--- config.mk ---
export PLATFORM = sky130hd
export DESIGN_NAME = spart_driver
export DESIGN_NICKNAME = d
export VERILOG_FILES = /design/src/mon_pkg.sv /design/src/trace_buffer.sv /design/src/hex_serializer.sv /design/src/monitor_fsm.sv /design/src/spart_driver.sv
export VERILOG_INCLUDE_DIRS = /design/src /design/src/src
export SDC_FILE = /design/constraint.sdc
export NUM_CORES = 1
export LEC_CHECK = 0
export ABC_CLOCK_PERIOD_IN_PS = 32200
export CELL_PAD_IN_SITES_DETAIL_PLACEMENT = 0
export CELL_PAD_IN_SITES_GLOBAL_PLACEMENT = 1
export CORE_UTILIZATION = 55
export DETAILED_ROUTE_END_ITERATION = 8
export DONT_BUFFER_PORTS = 1
export PLACE_DENSITY_LB_ADDON = 0.05
export SYNTH_ARGS = -nofsm -noshare
export SYNTH_HDL_FRONTEND = slang
export SYNTH_SLANG_ARGS = --single-unit
--- constraint.sdc ---
create_clock -name clk -period 32.2 [get_ports clk]
set_clock_uncertainty 0.2 [all_clocks]
set_input_delay 1.61 -clock clk [delete_from_list [all_inputs] [get_ports clk]]
set_output_delay 1.61 -clock clk [all_outputs]
set_load 0.02 [all_outputs]
--- src/mon_params.svh ---
`ifndef MON_PARAMS_SVH
`define MON_PARAMS_SVH

////////////////////////////////////////////////////////////////////////////
// Trace store geometry
////////////////////////////////////////////////////////////////////////////

// Slots in the capture buffer
`define MON_DEPTH   16
// Hex digits printed per trace word
`define MON_NIBBLES 8

////////////////////////////////////////////////////////////////////////////
// Console characters
////////////////////////////////////////////////////////////////////////////

`define CMD_DEC    8'h31
`define CMD_INC    8'h32
`define CMD_DUMP   8'h20
`define CHAR_SPACE 8'h20

////////////////////////////////////////////////////////////////////////////
// Baud divisors indexed by br_cfg
////////////////////////////////////////////////////////////////////////////

`define DIV_4800  16'h12C0
`define DIV_9600  16'h2580
`define DIV_19200 16'h4B00
`define DIV_38400 16'h9600

`endif

--- src/mon_pkg.sv ---
`default_nettype none

package mon_pkg;

	////////////////////////////////////////////////////////////////////////////
	// Data types on the SPART side and in the trace store
	////////////////////////////////////////////////////////////////////////////
	typedef logic [7:0]  byte_t;
	typedef logic [31:0] word_t;
	typedef logic [3:0]  slot_t;

	// SPART register map
	typedef enum logic [1:0] {
		IO_DATA   = 2'd0,
		IO_STATUS = 2'd1,
		IO_DIV_LO = 2'd2,
		IO_DIV_HI = 2'd3
	} io_addr_t;

	// Console monitor states
	typedef enum logic [3:0] {
		RESET_IDLE    = 4'd0,
		INIT_LOW_DIV  = 4'd1,
		INIT_HIGH_DIV = 4'd2,
		RECEIVE_WAIT  = 4'd3,
		ECHO_SLOT     = 4'd4,
		ECHO_SPACE    = 4'd5,
		SEND_LONG_HEX = 4'd6,
		SEND_SPACE    = 4'd7
	} mon_state_t;

	// One nibble to its upper-case ASCII hex digit
	function automatic byte_t hex_to_ascii(input logic [3:0] nib);
		if (nib < 4'd10)
			return 8'h30 + {4'h0, nib};
		return 8'h37 + {4'h0, nib};
	endfunction

endpackage

`default_nettype wire

--- src/trace_buffer.sv ---
`timescale 1ns/1ps
`default_nettype none

`include "mon_params.svh"

module trace_buffer (
	input  logic           clk,
	input  logic           rst,
	input  mon_pkg::word_t probe,
	input  logic           probe_valid,
	input  mon_pkg::slot_t rd_slot,
	output mon_pkg::word_t rd_word
);

	import mon_pkg::*;

	localparam int IDX_W = $clog2(`MON_DEPTH);
	// One extra bit so a full buffer is distinguishable from an empty one
	localparam int CNT_W = IDX_W + 1;

	word_t            mem [`MON_DEPTH];
	logic [CNT_W-1:0] fill_cnt;
	logic             full;

	assign full = (fill_cnt == CNT_W'(`MON_DEPTH));

	////////////////////////////////////////////////////////////////////////////
	// Capture side
	////////////////////////////////////////////////////////////////////////////

	// Slots fill in order and stay frozen once all are taken
	always_ff @(posedge clk or posedge rst) begin
		if (rst) begin
			fill_cnt <= '0;
			for (int i = 0; i < `MON_DEPTH; i++) begin
				mem[i] <= '0;
			end
		end else if (probe_valid && !full) begin
			mem[fill_cnt[IDX_W-1:0]] <= probe;
			fill_cnt <= fill_cnt + 1'b1;
		end
	end

	// Readout for the dump
	assign rd_word = mem[rd_slot];

endmodule

`default_nettype wire

--- src/hex_serializer.sv ---
`timescale 1ns/1ps
`default_nettype none

`include "mon_params.svh"

module hex_serializer (
	input  logic           clk,
	input  logic           rst,
	input  mon_pkg::word_t word,
	input  logic           load,
	input  logic           step,
	output mon_pkg::byte_t hex_char,
	output logic           hex_last
);

	import mon_pkg::*;

	localparam int IDX_W = $clog2(`MON_NIBBLES);

	logic [IDX_W-1:0] idx;
	logic [3:0]       nib;

	////////////////////////////////////////////////////////////////////////////
	// Nibble index
	////////////////////////////////////////////////////////////////////////////

	// Load starts at the top nibble, step walks toward bit 0
	always_ff @(posedge clk or posedge rst) begin
		if (rst) begin
			idx <= '0;
		end else if (load) begin
			idx <= IDX_W'(`MON_NIBBLES - 1);
		end else if (step) begin
			idx <= idx - 1'b1;
		end
	end

	// Indexed nibble of the current word
	assign nib = word[{idx, 2'b00} +: 4];

	assign hex_char = hex_to_ascii(nib);

	// Lowest nibble ends the word
	assign hex_last = (idx == '0);

endmodule

`default_nettype wire

--- src/monitor_fsm.sv ---
`timescale 1ns/1ps
`default_nettype none

`include "mon_params.svh"

module monitor_fsm (
	input  logic              clk,
	input  logic              rst,
	input  logic [1:0]        br_cfg,
	input  logic              rda,
	input  logic              tbr,
	input  mon_pkg::byte_t    db_rd_data,
	output logic              iocs,
	output logic              iorw,
	output mon_pkg::io_addr_t ioaddr,
	output mon_pkg::byte_t    db_wr_data,
	output logic              db_drive,
	output mon_pkg::slot_t    slot,
	input  mon_pkg::byte_t    hex_char,
	input  logic              hex_last,
	output logic              hex_load,
	output logic              hex_step
);

	import mon_pkg::*;

	mon_state_t  state;
	mon_state_t  state_nxt;
	slot_t       slot_ptr;
	slot_t       slot_nxt;
	logic [15:0] div_word;

	// Divisor for the selected baud rate
	always_comb begin
		case (br_cfg)
			2'd0:    div_word = `DIV_4800;
			2'd1:    div_word = `DIV_9600;
			2'd2:    div_word = `DIV_19200;
			default: div_word = `DIV_38400;
		endcase
	end

	////////////////////////////////////////////////////////////////////////////
	// State and slot pointer registers
	////////////////////////////////////////////////////////////////////////////

	always_ff @(posedge clk or posedge rst) begin
		if (rst) begin
			state    <= RESET_IDLE;
			slot_ptr <= '0;
		end else begin
			state    <= state_nxt;
			slot_ptr <= slot_nxt;
		end
	end

	assign slot = slot_ptr;

	////////////////////////////////////////////////////////////////////////////
	// Next state and bus access
	////////////////////////////////////////////////////////////////////////////

	// Idle bus by default, transmit states wait on tbr with iocs low
	always_comb begin
		state_nxt  = state;
		slot_nxt   = slot_ptr;
		iocs       = 1'b0;
		iorw       = 1'b1;
		ioaddr     = IO_DATA;
		db_wr_data = 8'h00;
		hex_load   = 1'b0;
		hex_step   = 1'b0;

		case (state)
			RESET_IDLE: begin
				state_nxt = INIT_LOW_DIV;
			end

			// Divisor setup does not wait for the transmitter
			INIT_LOW_DIV: begin
				iocs       = 1'b1;
				iorw       = 1'b0;
				ioaddr     = IO_DIV_LO;
				db_wr_data = div_word[7:0];
				state_nxt  = INIT_HIGH_DIV;
			end

			INIT_HIGH_DIV: begin
				iocs       = 1'b1;
				iorw       = 1'b0;
				ioaddr     = IO_DIV_HI;
				db_wr_data = div_word[15:8];
				state_nxt  = RECEIVE_WAIT;
			end

			// Poll the data register, a byte with rda high is consumed here
			RECEIVE_WAIT: begin
				iocs = 1'b1;
				if (rda) begin
					case (db_rd_data)
						`CMD_DEC: begin
							slot_nxt  = slot_ptr - 1'b1;
							state_nxt = ECHO_SLOT;
						end
						`CMD_INC: begin
							slot_nxt  = slot_ptr + 1'b1;
							state_nxt = ECHO_SLOT;
						end
						`CMD_DUMP: begin
							slot_nxt  = '0;
							hex_load  = 1'b1;
							state_nxt = SEND_LONG_HEX;
						end
						default: state_nxt = RECEIVE_WAIT;
					endcase
				end
			end

			ECHO_SLOT: begin
				if (tbr) begin
					iocs       = 1'b1;
					iorw       = 1'b0;
					db_wr_data = hex_to_ascii(slot_ptr);
					state_nxt  = ECHO_SPACE;
				end
			end

			ECHO_SPACE: begin
				if (tbr) begin
					iocs       = 1'b1;
					iorw       = 1'b0;
					db_wr_data = `CHAR_SPACE;
					state_nxt  = RECEIVE_WAIT;
				end
			end

			// One digit per accepted write, top nibble first
			SEND_LONG_HEX: begin
				if (tbr) begin
					iocs       = 1'b1;
					iorw       = 1'b0;
					db_wr_data = hex_char;
					if (hex_last)
						state_nxt = SEND_SPACE;
					else
						hex_step = 1'b1;
				end
			end

			// Separator, then the next slot or back to polling
			SEND_SPACE: begin
				if (tbr) begin
					iocs       = 1'b1;
					iorw       = 1'b0;
					db_wr_data = `CHAR_SPACE;
					if (slot_ptr == slot_t'(`MON_DEPTH - 1)) begin
						state_nxt = RECEIVE_WAIT;
					end else begin
						slot_nxt  = slot_ptr + 1'b1;
						hex_load  = 1'b1;
						state_nxt = SEND_LONG_HEX;
					end
				end
			end

			default: state_nxt = RESET_IDLE;
		endcase
	end

	// The driver owns the data lines only during writes
	assign db_drive = iocs & ~iorw;

endmodule

`default_nettype wire

--- src/spart_driver.sv ---
`timescale 1ns/1ps
`default_nettype none

module spart_driver (
	input  logic              clk,
	input  logic              rst,
	input  logic [1:0]        br_cfg,
	input  logic              rda,
	input  logic              tbr,
	input  mon_pkg::byte_t    db_rd_data,
	input  mon_pkg::word_t    probe,
	input  logic              probe_valid,
	output logic              iocs,
	output logic              iorw,
	output mon_pkg::io_addr_t ioaddr,
	output mon_pkg::byte_t    db_wr_data,
	output logic              db_drive
);

	import mon_pkg::*;

	word_t rd_word;
	slot_t slot;
	byte_t hex_char;
	logic  hex_last;
	logic  hex_load;
	logic  hex_step;

	////////////////////////////////////////////////////////////////////////////
	// Capture store and word formatter
	////////////////////////////////////////////////////////////////////////////

	trace_buffer u_trace_buffer (
		.clk        (clk),
		.rst        (rst),
		.probe      (probe),
		.probe_valid(probe_valid),
		.rd_slot    (slot),
		.rd_word    (rd_word)
	);

	hex_serializer u_hex_serializer (
		.clk     (clk),
		.rst     (rst),
		.word    (rd_word),
		.load    (hex_load),
		.step    (hex_step),
		.hex_char(hex_char),
		.hex_last(hex_last)
	);

	// Console control and SPART bus
	monitor_fsm u_monitor_fsm (
		.clk       (clk),
		.rst       (rst),
		.br_cfg    (br_cfg),
		.rda       (rda),
		.tbr       (tbr),
		.db_rd_data(db_rd_data),
		.iocs      (iocs),
		.iorw      (iorw),
		.ioaddr    (ioaddr),
		.db_wr_data(db_wr_data),
		.db_drive  (db_drive),
		.slot      (slot),
		.hex_char  (hex_char),
		.hex_last  (hex_last),
		.hex_load  (hex_load),
		.hex_step  (hex_step)
	);

endmodule

`default_nettype wire

# ---- Word level (Yosys, flattened, before mapping)
# Index checks and enable logic that the tools add are counted.
dict set report op_classes {
  addsub 8
  n_lt_le_gt_ge 5
  n_eq_ne 22
  n_shift 1
  n_mux 48
  bitwise_logic 4
  n_reduce_logical 15
}
# cell n
set ops {}
lappend ops {{bitwise mux 512 bit} 1}
lappend ops {{binary-select mux 32 bit (select 4 bit)} 1}
lappend ops {{demux 32 bit (select 4 bit)} 1}
lappend ops {{two-way mux 32 bit} 3}
lappend ops {{two-way mux 8 bit} 6}
lappend ops {{case mux 16 bit (3 select lines)} 1}
lappend ops {{case mux 8 bit (5 select lines)} 1}
lappend ops {{two-way mux 4 bit} 9}
lappend ops {{case mux 4 bit (8 select lines)} 1}
lappend ops {{variable part select 32 x 6 -> 4 bit} 1}
lappend ops {{adder 6 x 4 -> 7 bit, first input constant} 4}
lappend ops {{equality test 8 x 6 -> 1 bit, second input constant} 3}
lappend ops {{equality test 4 x 3 -> 1 bit, second input constant} 4}
lappend ops {{inequality test 2 bit, second input constant} 7}
lappend ops {{two-way mux 1 bit} 13}
lappend ops {{case mux 4 bit (3 select lines)} 1}
lappend ops {{greater-or-equal comparator 5 bit, second input constant} 2}
lappend ops {{NOT 4 -> 5 bit} 2}
lappend ops {{two-way mux 3 bit} 3}
lappend ops {{equality test 4 x 2 -> 1 bit, second input constant} 2}
lappend ops {{< comparator 4 bit, second input constant} 2}
lappend ops {{case mux 4 bit (2 select lines)} 1}
lappend ops {{two-way mux 6 bit} 1}
lappend ops {{case mux 1 bit (2 select lines)} 3}
lappend ops {{26 further kinds} 30}
dict set report totals {
  regBits 528
  in_bits 47
}

# ---- Longest topological paths before layout
# Gate-level depths: netlist (run 1).
dict set report depth {
  ltp_word 10
  depth_mapped 15
}

# ---- Hierarchy
# Synthesis (run 1) repeated with hierarchy kept, for this count alone.
dict set report hier_totals {
  cells_unflattened 1609
  area_unflattened_um2 24796.3
}
# mod instances cells_per_inst area_per_inst_um2 seq_area_each_um2
set by_module_without_submodules {}
lappend by_module_without_submodules {trace_buffer 1 1421 23193.5 12937.4}
lappend by_module_without_submodules {monitor_fsm 1 139 1047.3 175.2}
lappend by_module_without_submodules {hex_serializer 1 49 555.5 75.1}

# ---- Least setup slack after synthesis (run 1)
# No wires, ideal clock.
dict set report synth_path {
  kind {register to output}
  start {register u_monitor_fsm.slot_ptr[0] (netlist: u_monitor_fsm.slot[0])}
  end {output port db_wr_data[1]}
  t_arrival_ns 2.920
  path_slack_ns 27.470
  path_stages_with_launch 12
  n_path_buf 3
  path_cell_list {dfrtp_1 -> buf_6 -> clkbuf_4 -> buf_6 -> mux4_2 -> a2111oi_1 -> a31oi_1 -> nand4_1 -> o211a_4 -> ha_1 -> a21o_1 -> o221ai_1}
}
dict set report synth_between {
  elab_chain_cells 10
}
# element line_no
set synth_rtl {}
lappend synth_rtl {{from (decl)} monitor_fsm.sv:29} ;# slot_t slot_ptr;
lappend synth_rtl {{from (signal assigned)} monitor_fsm.sv:53} ;# slot_ptr <= slot_nxt;
lappend synth_rtl {{NOT 4 -> 5 bit (not written as such)} trace_buffer.sv:45} ;# assign rd_word = mem[rd_slot];
lappend synth_rtl {{binary-select mux 32 bit (select 4 bit)} trace_buffer.sv:45}
lappend synth_rtl {{two-way mux 32 bit (not written as such) (2 in a row)} trace_buffer.sv:45}
lappend synth_rtl {{variable part select 32 x 6 -> 4 bit} hex_serializer.sv:39} ;# assign nib = word[{idx, 2'b00} +: 4];
lappend synth_rtl {{adder 6 x 4 -> 7 bit / < comparator 4 bit (equally long branches)} {mon_pkg.sv:35, mon_pkg.sv:34}}
lappend synth_rtl {{two-way mux 8 bit / two-way mux 1 bit (equally long branches)} mon_pkg.sv:34} ;# if (nib < 4'd10)
lappend synth_rtl {{two-way mux 8 bit} mon_pkg.sv:36} ;# return 8'h37 + {4'h0, nib};
lappend synth_rtl {{two-way mux 8 bit} monitor_fsm.sv:139} ;# if (tbr) begin
lappend synth_rtl {{case mux 8 bit (5 select lines) *} monitor_fsm.sv:74} ;# case (state)
lappend synth_rtl {{to (decl)} spart_driver.sv:16} ;# output mon_pkg::byte_t db_wr_data,
# Every way passes the cells marked *; elsewhere a longest branch is shown, timed or not. The select of a mux whose other input is x is not followed.

# ---- Worst setup path in the final report (run 1)
dict set report layout_path {
  start {register u_monitor_fsm.slot_ptr[1] (netlist: u_monitor_fsm.slot[1])}
  end {output port db_wr_data[1]}
}
# Same word-level chain as after synthesis.

==> results.md, run 1 <==
* Tmin final at 7.34 ns
* Die ar. at around 46000 um^2
* R2r startpoint: u_trace_buffer.fill_cnt[0]$_DFFE_PP0P_
* Synth Warn # at 0
* Core Area at between 40000 and 50000 um^2
* Dpl hpwl at approximately 35 mm
* Number of global-route vias before repair at ~15000
* Final Wtd Congestion at around 0.89
* Cell Chain, Critical Path: buf_4, buf_4, mux4_1, mux2_2, a221oi_1, a211oi_1, o32a_2, inv_1, ha_1, a21o_1, o221ai_1
* Via count at 14579
* Slowest CP cell: dfrtp_4
* Setup ws final at 24.86 ns
* CP required at around 30 ns
* HP Class: reg2reg
* EDFF count, synth at 0
* Mapped cell area at 24800 um^2
* Setup TNS at 0 ns
* Sequential area share after synthesis at between 50% and 60%
* Initial antenna violation count at 0
* Final worst-path cycle share at a little under a quarter
* Asr flop ratio synth at between 90% and 100%
* CP endpoint: db_wr_data[1]
* Dpl cell area at between 20000 and 30000 um^2
* Syn avg cell area at about 15 um^2
* CP Launch Type: register
* Crit. Startpoint: u_monitor_fsm.slot[1]$_DFFE_PP0P_
* Synth Net Count at between 1500 and 2000
* Setup crit end kind: output pin
* Clock transition at path regs at approximately 0.060 ns
* Pre-CTS setup slack at 25.49 ns
* Hold buffer count at cts at 0
* Final instance area at 27000 um^2
* Post-Syn Instances at between 1500 and 2000
* Cts bufs inserted at 55
* Longest Clk Path Bufs at 3
* Finish-stage setup viols at 0
* Pwr per Cell Area at 108 nW/um^2
* Critical path's largest stage delay at ~0.87 ns
* Critical path class: reg2out
* Dpl cells at 2159
* DIE WIDTH at 214 um
* Outcome: completed
* ANT cells at 0
* Reg2Reg Setup Slack at 28.85 ns
* Final non-filler cell total at 2259
* Post-CTS Setup Bufs at 0
* Initial Utilization at a little under three fifths
* Max-Slew Margin vs Limit at just under 9%
* RSZ-0062 raised after global routing: no
* Number of buffers added on ports at 0
* Total power at 2.92 mW
* Leakage at between 10 and 15 nW
* Most Frequent Cell on Critical Path: buf_4
* Detailed Routing Iterations Pass 1 at 5
* CTS H-tree depth at 2
* Vias per cell at around 6.5
* CTS tree: yes
* CTS Root Cell: clkbuf_16
* R2r worst-path depth at 8
* Finished Core Util at slightly above 60%
* Hold slack at roughly 0.28 ns
* Commonest cells after routing, fill and taps aside: dfrtp_1 (525), mux2_2 (521), mux4_2 (94)
* Clk_lat worst skew at slightly above 0.6 ns
* Max-Cap Viols at 0
* Worst slew pin tran at around 1.4 ns
* Crit path max fanout at 46
* Cell Rows at 77
* Die Y at about 210 um
* FMAX at between 0.1 and 0.15 GHz
* Count of final max-slew check failures at 0
* VDD IR max at between 0.05 and 0.06 mV
* DR iter-0 viols at roughly 1100
* DRC at 0
* Arrival @ worst endpoint at ~5.5 ns
* Nets at approximately 1700
* RR Endpoint: u_trace_buffer.mem[482]$_DFFE_PP0P_
* Detailed Route WL at between 60 and 70 mm
* Most common cell after layout, fill and taps aside: dfrtp_1
* Tot GR Track Use at roughly 28%
* First-pass GRT wire length at approximately 96 mm
* Area grow syn2layout at 8.75%
* CTS sink cnt at 527
* Final Hold Fails at 0
* GR Overflow Total at 0
* WL/cell at around 28 um
* Flops & latches, synth at approximately 530
* CTS resizes at 0
* Top Ports at 60
* Layout fillers at between 3000 and 4000
* Ratio of cells with drive above 1 in the final layout at 46.1%
* Unique masters post-synth at 71
* Largest net degree at the start of global routing at 199
* Routed Antenna Nets at 0
* Post-synth top flop: dfrtp_1
layer usage:
metal  global-route usage [%]  part of all wire [%]  up-vias
li1                         -                     -     6175
met1                     40.2                    45     7954
met2                     44.6                    48      366
met3                     4.51                   4.9       84
met4                     8.05                   2.3        0
met5                        0                     0        -
cell usage after synthesis (4+ instances only):
| cell | count | share of area (%) |
|---|---|---|
| clkbuf_1 | 69 | 1.0 |
| a211o_1 | 4 | 0.14 |
| mux2_2 | 521 | 24 |
| nor2_1 | 17 | 0.26 |
| nand4_1 | 8 | 0.20 |
| o21ai_0 | 14 | 0.28 |
| nand3_1 | 16 | 0.32 |
| ha_1 | 15 | 0.76 |
| buf_1 | 30 | 0.45 |
| buf_6 | 8 | 0.36 |
| mux2i_1 | 62 | 2.5 |
| nor3_1 | 9 | 0.18 |
| buf_4 | 5 | 0.15 |
| o21ai_1 | 4 | 0.081 |
| mux4_1 | 9 | 0.95 |
| inv_1 | 19 | 0.29 |
| o221ai_1 | 12 | 0.42 |
| nand2_1 | 51 | 0.77 |
| nor2b_1 | 5 | 0.13 |
| dfrtp_1 | 527 | 53 |
| mux4_2 | 94 | 8.5 |
| buf_8 | 4 | 0.24 |
| buf_2 | 18 | 0.36 |
| a21oi_1 | 32 | 0.65 |
| nand2b_1 | 5 | 0.13 |
| o22ai_1 | 7 | 0.18 |
| a221oi_1 | 6 | 0.21 |
| a22oi_1 | 17 | 0.51 |
| a21o_1 | 4 | 0.12 |
| a31oi_1 | 9 | 0.23 |
| o211ai_1 | 6 | 0.18 |
| xnor2_1 | 6 | 0.21 |
critical path, delay by kind of cell (launching register included):
family,cells,cell delay (ns)
AOI/OAI and AO/OA,5,1.50
adders and majority gates,1,0.23
buffers and inverters,3,1.57
DFF,1,0.87
muxes,2,0.67
layout make-up:
cell class                 instances  area [um^2]  share of cell area (%)
inverter                          20         82.6                   0.306
timing repair buffer              36          283                    1.05
clock buffer                      90         1660                    6.15
sequential                       527        13200                    49.0
multi-input combinational        984        10900                    40.4
tap                              592          741                    2.75
clock inverter                    10          111                   0.413
flip-flops by register name, indices dropped and copies added (netlist names):
register                 count
u_hex_serializer.idx         3
u_monitor_fsm.state          3
u_monitor_fsm.slot           4
u_trace_buffer.fill_cnt      5
u_trace_buffer.mem         512
report_power, final:
part           switching [mW]  internal [mW]  total (mW)
Combinational           0.516          0.609        1.13
Sequential              0.184          0.987        1.17
Clock                   0.260          0.365       0.625
logic make-up after synthesis:
family	Yosys count	synth area share [%]
mux	686	35.7
flops	527	53.2
buf+inv	157	3.12
compound gates	146	4.36
simple gates	129	2.60
fa+ha+maj	15	0.757
xor+xnor	8	0.283
worst min path at each step:
| stage | from | endpoint | depth (start not counted) |
|---|---|---|---|
| after floorplan | u_trace_buffer.fill_cnt[4]$_DFFE_PP0P_ | u_trace_buffer.fill_cnt[4]$_DFFE_PP0P_ | 1 |
| after global placement | u_trace_buffer.fill_cnt[4]$_DFFE_PP0P_ | u_trace_buffer.fill_cnt[4]$_DFFE_PP0P_ | 1 |
| after detailed placement | u_trace_buffer.fill_cnt[4]$_DFFE_PP0P_ | u_trace_buffer.fill_cnt[4]$_DFFE_PP0P_ | 1 |
| after CTS | u_trace_buffer.fill_cnt[4]$_DFFE_PP0P_ | u_trace_buffer.fill_cnt[4]$_DFFE_PP0P_ | 1 |
| after global routing | u_trace_buffer.mem[428]$_DFFE_PP0P_ | u_trace_buffer.mem[428]$_DFFE_PP0P_ | 1 |
| final | u_trace_buffer.fill_cnt[4]$_DFFE_PP0P_ | u_trace_buffer.fill_cnt[4]$_DFFE_PP0P_ | 1 |
(Power assumes the default switching activity.)
==> run 2: changes to the inputs <==
--- a/config.mk
+++ b/config.mk
@@ -6,10 +6,10 @@
 export SDC_FILE = /design/constraint.sdc
 export NUM_CORES = 1
 export LEC_CHECK = 0
-export ABC_CLOCK_PERIOD_IN_PS = 32200
+export ABC_CLOCK_PERIOD_IN_PS = 6400
 export CELL_PAD_IN_SITES_DETAIL_PLACEMENT = 0
 export CELL_PAD_IN_SITES_GLOBAL_PLACEMENT = 1
-export CORE_UTILIZATION = 55
+export CORE_UTILIZATION = 49
 export DETAILED_ROUTE_END_ITERATION = 8
 export DONT_BUFFER_PORTS = 1
 export PLACE_DENSITY_LB_ADDON = 0.05
==> constraint.sdc (replaced) <==
create_clock -name clk -period 6.4 [get_ports clk]
set_clock_uncertainty 0.2 [all_clocks]
set_input_delay 0.32 -clock clk [delete_from_list [all_inputs] [get_ports clk]]
set_output_delay 0.32 -clock clk [all_outputs]
set_load 0.02 [all_outputs]
==> results.md, run 2 (synthesis gave the netlist of run 1 again) <==
* Dpl cells at 2244
* Outcome: completed
* FMAX at approximately 0.19 GHz
* CP endpoint: db_wr_data[1]
* Clock transition at path regs at around 0.060 ns
* CTS resizes at 0
* Tot GR Track Use at a little over a quarter
* DR iter-0 viols at 947
* Dpl cell area at roughly 25000 um^2
* Max-Cap Viols at 0
* Crit path max fanout at 35
* Critical path's largest stage delay at 0.94 ns
* Longest Clk Path Bufs at 3
* CP Launch Type: register
* CTS tree: yes
* Biggest register: u_trace_buffer.mem
* Arrival @ worst endpoint at about 4.8 ns
* Final instance area at 27700 um^2
* RR Endpoint: u_trace_buffer.mem[454]$_DFFE_PP0P_
* Nets at around 1700
* Slowest CP cell: dfrtp_4
* Finished Core Util at a little under three fifths
* Leakage at roughly 12 nW
* CTS Root Cell: clkbuf_16
* WL/cell at 27.3 um
* Most common cell after layout, fill and taps aside: dfrtp_1
* Finish-stage setup viols at 0
* Cell Chain, Critical Path: buf_4, buf_4, mux4_2, a221oi_1, o31ai_1, o32a_2, inv_1, ha_1, a21o_1, o221ai_1
* Vias per cell at around 6.1
* Count of final max-slew check failures at 0
* Largest net degree at the start of global routing at between 150 and 200
* M3 GR Usage at ~4.6%
* Busiest grt layer: met2
* Commonest cells after routing, fill and taps aside: dfrtp_1 (525), mux2_2 (521), mux4_2 (94)
* First-pass GRT wire length at between 90 and 100 mm
* Clk_lat worst skew at approximately 0.62 ns
* Largest register FFs at 512
* R2r worst-path depth at 8
* Final Wtd Congestion at roughly 0.8
* Reg2Reg Setup Slack at ~3 ns
* Layout fillers at approximately 4200
* Initial antenna violation count at 3
* HP Class: in2reg
* CTS H-tree depth at 2
* Met2 GRT Util at 41.3%
* RSZ-0062 raised after global routing: no
* Cell Rows at 82
* Pwr per Cell Area at around 540 nW/um^2
* DIE WIDTH at about 230 um
* Ratio of cells with drive above 1 in the final layout at 45.3%
* Global routing usage on met1 at about two fifths
* CP required at 5.88 ns
* Worst slew pin tran at approximately 1.1 ns
* Most Frequent Cell on Critical Path: buf_4
* Max-Slew Margin vs Limit at roughly 30%
* Crit. Startpoint: u_monitor_fsm.slot[0]$_DFFE_PP0P_
* Critical path class: reg2out
* Core Area at approximately 50000 um^2
* Dpl hpwl at 35.7 mm
* Final Hold Fails at 0
* Detailed Routing Iterations Pass 1 at 5
* DRC at 0
* Setup crit end kind: output pin
* Final worst-path cycle share at a little over four fifths
* VDD IR max at slightly above 0.3 mV
* Die Y at about 230 um
* Final non-filler cell total at 2393
* GR Overflow Total at 0
* Tmin final at approximately 5.3 ns
* CTS sink cnt at around 530
* R2r startpoint: u_trace_buffer.fill_cnt[0]$_DFFE_PP0P_
* Number of buffers added on ports at 0
* Total power at around 15 mW
* Routed Antenna Nets at 0
* Number of global-route vias before repair at between 15000 and 20000
* Area grow syn2layout at 11.8%
* Detailed Route WL at around 65 mm
* Top Ports at 60
* Die ar. at around 50000 um^2
* Initial Utilization at about half
* Via count at around 15000
* Cts bufs inserted at 57
==> run 2: cell types whose count changed in the layout (fill, tap and decap cells not counted), moves of 3 or more <==
cell           change
dlygate4sd3_1     +42
clkbuf_8           +6
clkbuf_16          +4
buf_12             +3
clkbuf_1           -3
==> run 2: worst min path at each step <==
| stage | end | start | cells after the start |
|---|---|---|---|
| floorplan | u_trace_buffer.fill_cnt[4]$_DFFE_PP0P_ | u_trace_buffer.fill_cnt[4]$_DFFE_PP0P_ | 1 |
| global placement | u_trace_buffer.fill_cnt[0]$_DFFE_PP0P_ | rst | 1 |
| detailed placement | u_trace_buffer.fill_cnt[1]$_DFFE_PP0P_ | rst | 1 |
| CTS | u_monitor_fsm.slot[3]$_DFFE_PP0P_ | db_rd_data[0] | 4 |
| global route | u_monitor_fsm.slot[3]$_DFFE_PP0P_ | db_rd_data[0] | 4 |
| finish | u_hex_serializer.idx[2]$_DFFE_PP0P_ | tbr | 5 |
==> run 2: layout make-up <==
cell class	instances	area, um^2	share of cell area (%)
antenna	2	5.00	0.0181
clock buffer	97	1830	6.60
clock inverter	8	96.3	0.348
inverter	20	78.8	0.285
multi-input combinational	984	10900	39.3
sequential	527	13200	47.6
tap	672	841	3.04
timing repair buffer	83	778	2.81
==> run 2: timing repair <==
item | 4_1_cts | 5_1_grt
hold endpoints to repair | 550 | 0
setup buffers | 0 | 0
hold buffers | 42 | 0
==> run 2: power by group <==
group / switching [mW] / internal, mW / leakage [nW]
registers: 0.961 / 4.96 / 6.50
logic: 2.63 / 3.11 / 4.69
clock network: 1.34 / 2.01 / 0.947
==> run 2: through the flow <==
stage | TNS (ns) | worst slack, ns | hold slack (ns)
global route | 0 | 0.728 | 0.111
floorplan | -675.69 | -1.28 | 0.246
finish | 0 | 1.06 | 0.0874
global placement | 0 | 1.69 | 0.141
detailed placement | 0 | 1.66 | 0.154
CTS | 0 | 0.976 | 0.0284
==> run 2: worst max-delay path, delay by kind of cell, from the launching register on <==
kind | cells | cell delay, ns
buffers and inverters | 3 | 1.03
AOI/OAI and AO/OA | 5 | 1.45
muxes | 1 | 0.54
adders and majority gates | 1 | 0.24
DFF | 1 | 0.94
==> run 2: routing by layer <==
layer | share of wire, % | up-vias
met1 | 47 | 7931
met5 | 0.020 | -
met2 | 47 | 324
met3 | 4.6 | 71
met4 | 1.4 | 2
li1 | - | 6248
==> run 3: changes to the inputs <==
--- a/config.mk
+++ b/config.mk
@@ -6,7 +6,7 @@
 export SDC_FILE = /design/constraint.sdc
 export NUM_CORES = 1
 export LEC_CHECK = 0
-export ABC_CLOCK_PERIOD_IN_PS = 6400
+export ABC_CLOCK_PERIOD_IN_PS = 4600
 export CELL_PAD_IN_SITES_DETAIL_PLACEMENT = 0
 export CELL_PAD_IN_SITES_GLOBAL_PLACEMENT = 1
 export CORE_UTILIZATION = 49
==> constraint.sdc (replaced) <==
create_clock -name clk -period 4.6 [get_ports clk]
set_clock_uncertainty 0.2 [all_clocks]
set_input_delay 0.23 -clock clk [delete_from_list [all_inputs] [get_ports clk]]
set_output_delay 0.23 -clock clk [all_outputs]
set_load 0.02 [all_outputs]
==> results.md, run 3 (synthesis gave the netlist of run 1 again) <==
* Nets at about 1800
* WL/cell at 27.5 um
* Tmin final at approximately 4.4 ns
* Detailed Route WL at between 60 and 70 mm
* Cell Chain, Critical Path: buf_4, mux4_1, mux2_2, a221oi_2, o31ai_1, o32a_2, inv_1, ha_1, a21o_1, o221ai_1, buf_4
* Finish-stage setup viols at 0
* Initial antenna violation count at 1
* Routed Antenna Nets at 0
* Number of buffers added on ports at 0
* Initial Utilization at 49.5%
* Reg2Reg Setup Slack at 1.19 ns
* GR Overflow Total at 0
* Setup TNS at 0 ns
* Number of global-route vias before repair at approximately 15000
* Die Y at approximately 230 um
* R2r worst-path depth at 8
* Slowest CP cell: dfrtp_4
* CTS H-tree depth at 2
* Leakage at approximately 12 nW
* Ratio of cells with drive above 1 in the final layout at between 40% and 50%
* RR Endpoint: u_trace_buffer.mem[468]$_DFFE_PP0P_
* CP endpoint: db_wr_data[1]
* Final worst-path cycle share at 96.0%
* HP Class: in2reg
* Cts bufs inserted at 58
* Worst Path Buf+Inv at 3
* DR iter-0 viols at 953
* Core Area at roughly 50000 um^2
* Max-Cap Viols at 0
* CP Launch Type: register
* Pwr per Cell Area at about 760 nW/um^2
* Hold slack at between 0.04 and 0.05 ns
* DRC at 0
* CTS tree: yes
* First-pass GRT wire length at between 90 and 100 mm
* Area grow syn2layout at 12.8%
* Crit. Startpoint: u_monitor_fsm.slot[0]$_DFFE_PP0P_
* Most Frequent Cell on Critical Path: buf_4
* Die ar. at approximately 51000 um^2
* Via count at 14697
* Vias per cell at 6.09
* Clk_lat worst skew at about 0.6 ns
* VDD IR max at 0.390 mV
* FMAX at 0.227 GHz
* Outcome: completed
* Biggest register: u_trace_buffer.mem
* Dpl hpwl at 39.6 mm
* Critical path's largest stage delay at roughly 0.63 ns
* Critical path class: reg2out
* R2r startpoint: u_trace_buffer.fill_cnt[0]$_DFFE_PP0P_
* Largest register FFs at roughly 510
* Worst slew pin tran at 1.20 ns
* CTS Root Cell: clkbuf_16
* Tot GR Track Use at about a quarter
* Top Ports at 60
* RSZ-0062 raised after global routing: no
* Crit path max fanout at 12
* Total power at 21.2 mW
* Arrival @ worst endpoint at approximately 4.0 ns
* Final Wtd Congestion at 0.844
* Final Hold Fails at 0
* CP required at ~4.2 ns
* Longest Clk Path Bufs at 3
* Count of final max-slew check failures at 0
* Kind of cell adding the most delay to the critical path: compound AO/OA/AOI/OAI gates
* Max-Slew Margin vs Limit at between 10% and 20%
* Setup crit end kind: output pin
* Cell Rows at slightly above 80
* DIE WIDTH at ~230 um
* Clock transition at path regs at ~0.060 ns
* Commonest cells after routing, fill and taps aside: dfrtp_1 (524), mux2_2 (521), mux4_2 (94)
* Most common cell after layout, fill and taps aside: dfrtp_1
* Worst path depth at 11
* Detailed Routing Iterations Pass 1 at 5
* CTS sink cnt at ~530
* Largest net degree at the start of global routing at roughly 170
run 3: cell count changes in the layout (fill, tap and decap cells not counted), sizes merged:
cell / previous run / this run
buf: 41 / 64
clkbuf: 97 / 95
clkinv: 4 / 6
dlygate4sd3: 42 / 40
bufinv: 2 / 1
clkinvlp: 2 / 3
inv: 20 / 19
run 3: area by class of cell:
| cell class | count | area [um^2] |
|---|---|---|
| Antenna cell | 2 | 5.00 |
| Clock buffer | 95 | 1820 |
| Clock inverter | 9 | 75.1 |
| Fill cell | 4128 | 22100 |
| Inverter | 20 | 78.8 |
| Multi-Input combinational cell | 984 | 10900 |
| Sequential cell | 527 | 13200 |
| Tap cell | 672 | 841 |
| Timing Repair Buffer | 104 | 1040 |
run 3: timing repair:
item	4_1_cts	5_1_grt
pin swaps	0	0
resized for setup	0	4
endpoints found under the hold margin	1052	0
buffers inserted	1	4
setup endpoints to repair	5	4
hold buffers	40	0
run 3: report_power, final:
group	internal [mW]	total [mW]	leakage, nW	switching, mW
clock	2.74	4.59	0.932	1.86
sequential	6.91	8.19	6.50	1.29
combinational	4.52	8.38	4.84	3.86
run 3: worst min path at each step:
stage	start	slack [ns]	cells after the start	endpoint
5_1_grt	db_rd_data[4]	0.10	4	u_monitor_fsm.slot[3]$_DFFE_PP0P_
3_3_place_gp	probe[9]	0.18	1	u_trace_buffer.mem[73]$_DFFE_PP0P_
6_report	db_rd_data[4]	0.05	4	u_monitor_fsm.slot[3]$_DFFE_PP0P_
4_1_cts	db_rd_data[4]	0.005	6	u_monitor_fsm.slot[1]$_DFFE_PP0P_
3_5_place_dp	probe[24]	0.18	1	u_trace_buffer.mem[312]$_DFFE_PP0P_
2_1_floorplan	tbr	0.18	2	u_monitor_fsm.state[0]$_DFFE_PP0P_
run 3: routing by layer:
metal	up-vias	routed length [um]	track usage, %	part of all wire, %
li1	6301	-	-	-
met1	7943	30400	37.8	46
met2	342	31600	42.9	48
met3	109	2760	3.86	4.2
met4	2	1460	7.45	2.2
met5	-	48	0.684	0.072
run 3: worst register-to-register path: stages (launching register included):
cell and delay [ns]:
dfrtp_1 0.43, inv_1 0.10, ha_1 0.31, nand2_1 0.09, o31ai_1 0.52, nor3_1 0.25
nand2_2 0.65, buf_4 0.38, mux2_2 0.36
run 3: stage by stage:
step                utilization (%)  instances  worst slack [ns]  cell area (um^2)
floorplan                         -       1668             -2.99             24800
global placement               51.0       2262             0.535             25500
detailed placement             51.0       2262             0.501             25500
CTS                            55.7       2407           0.00570             27900
global route                   55.8       2412            0.0563             27900
finish                         55.8       2413             0.186             27900
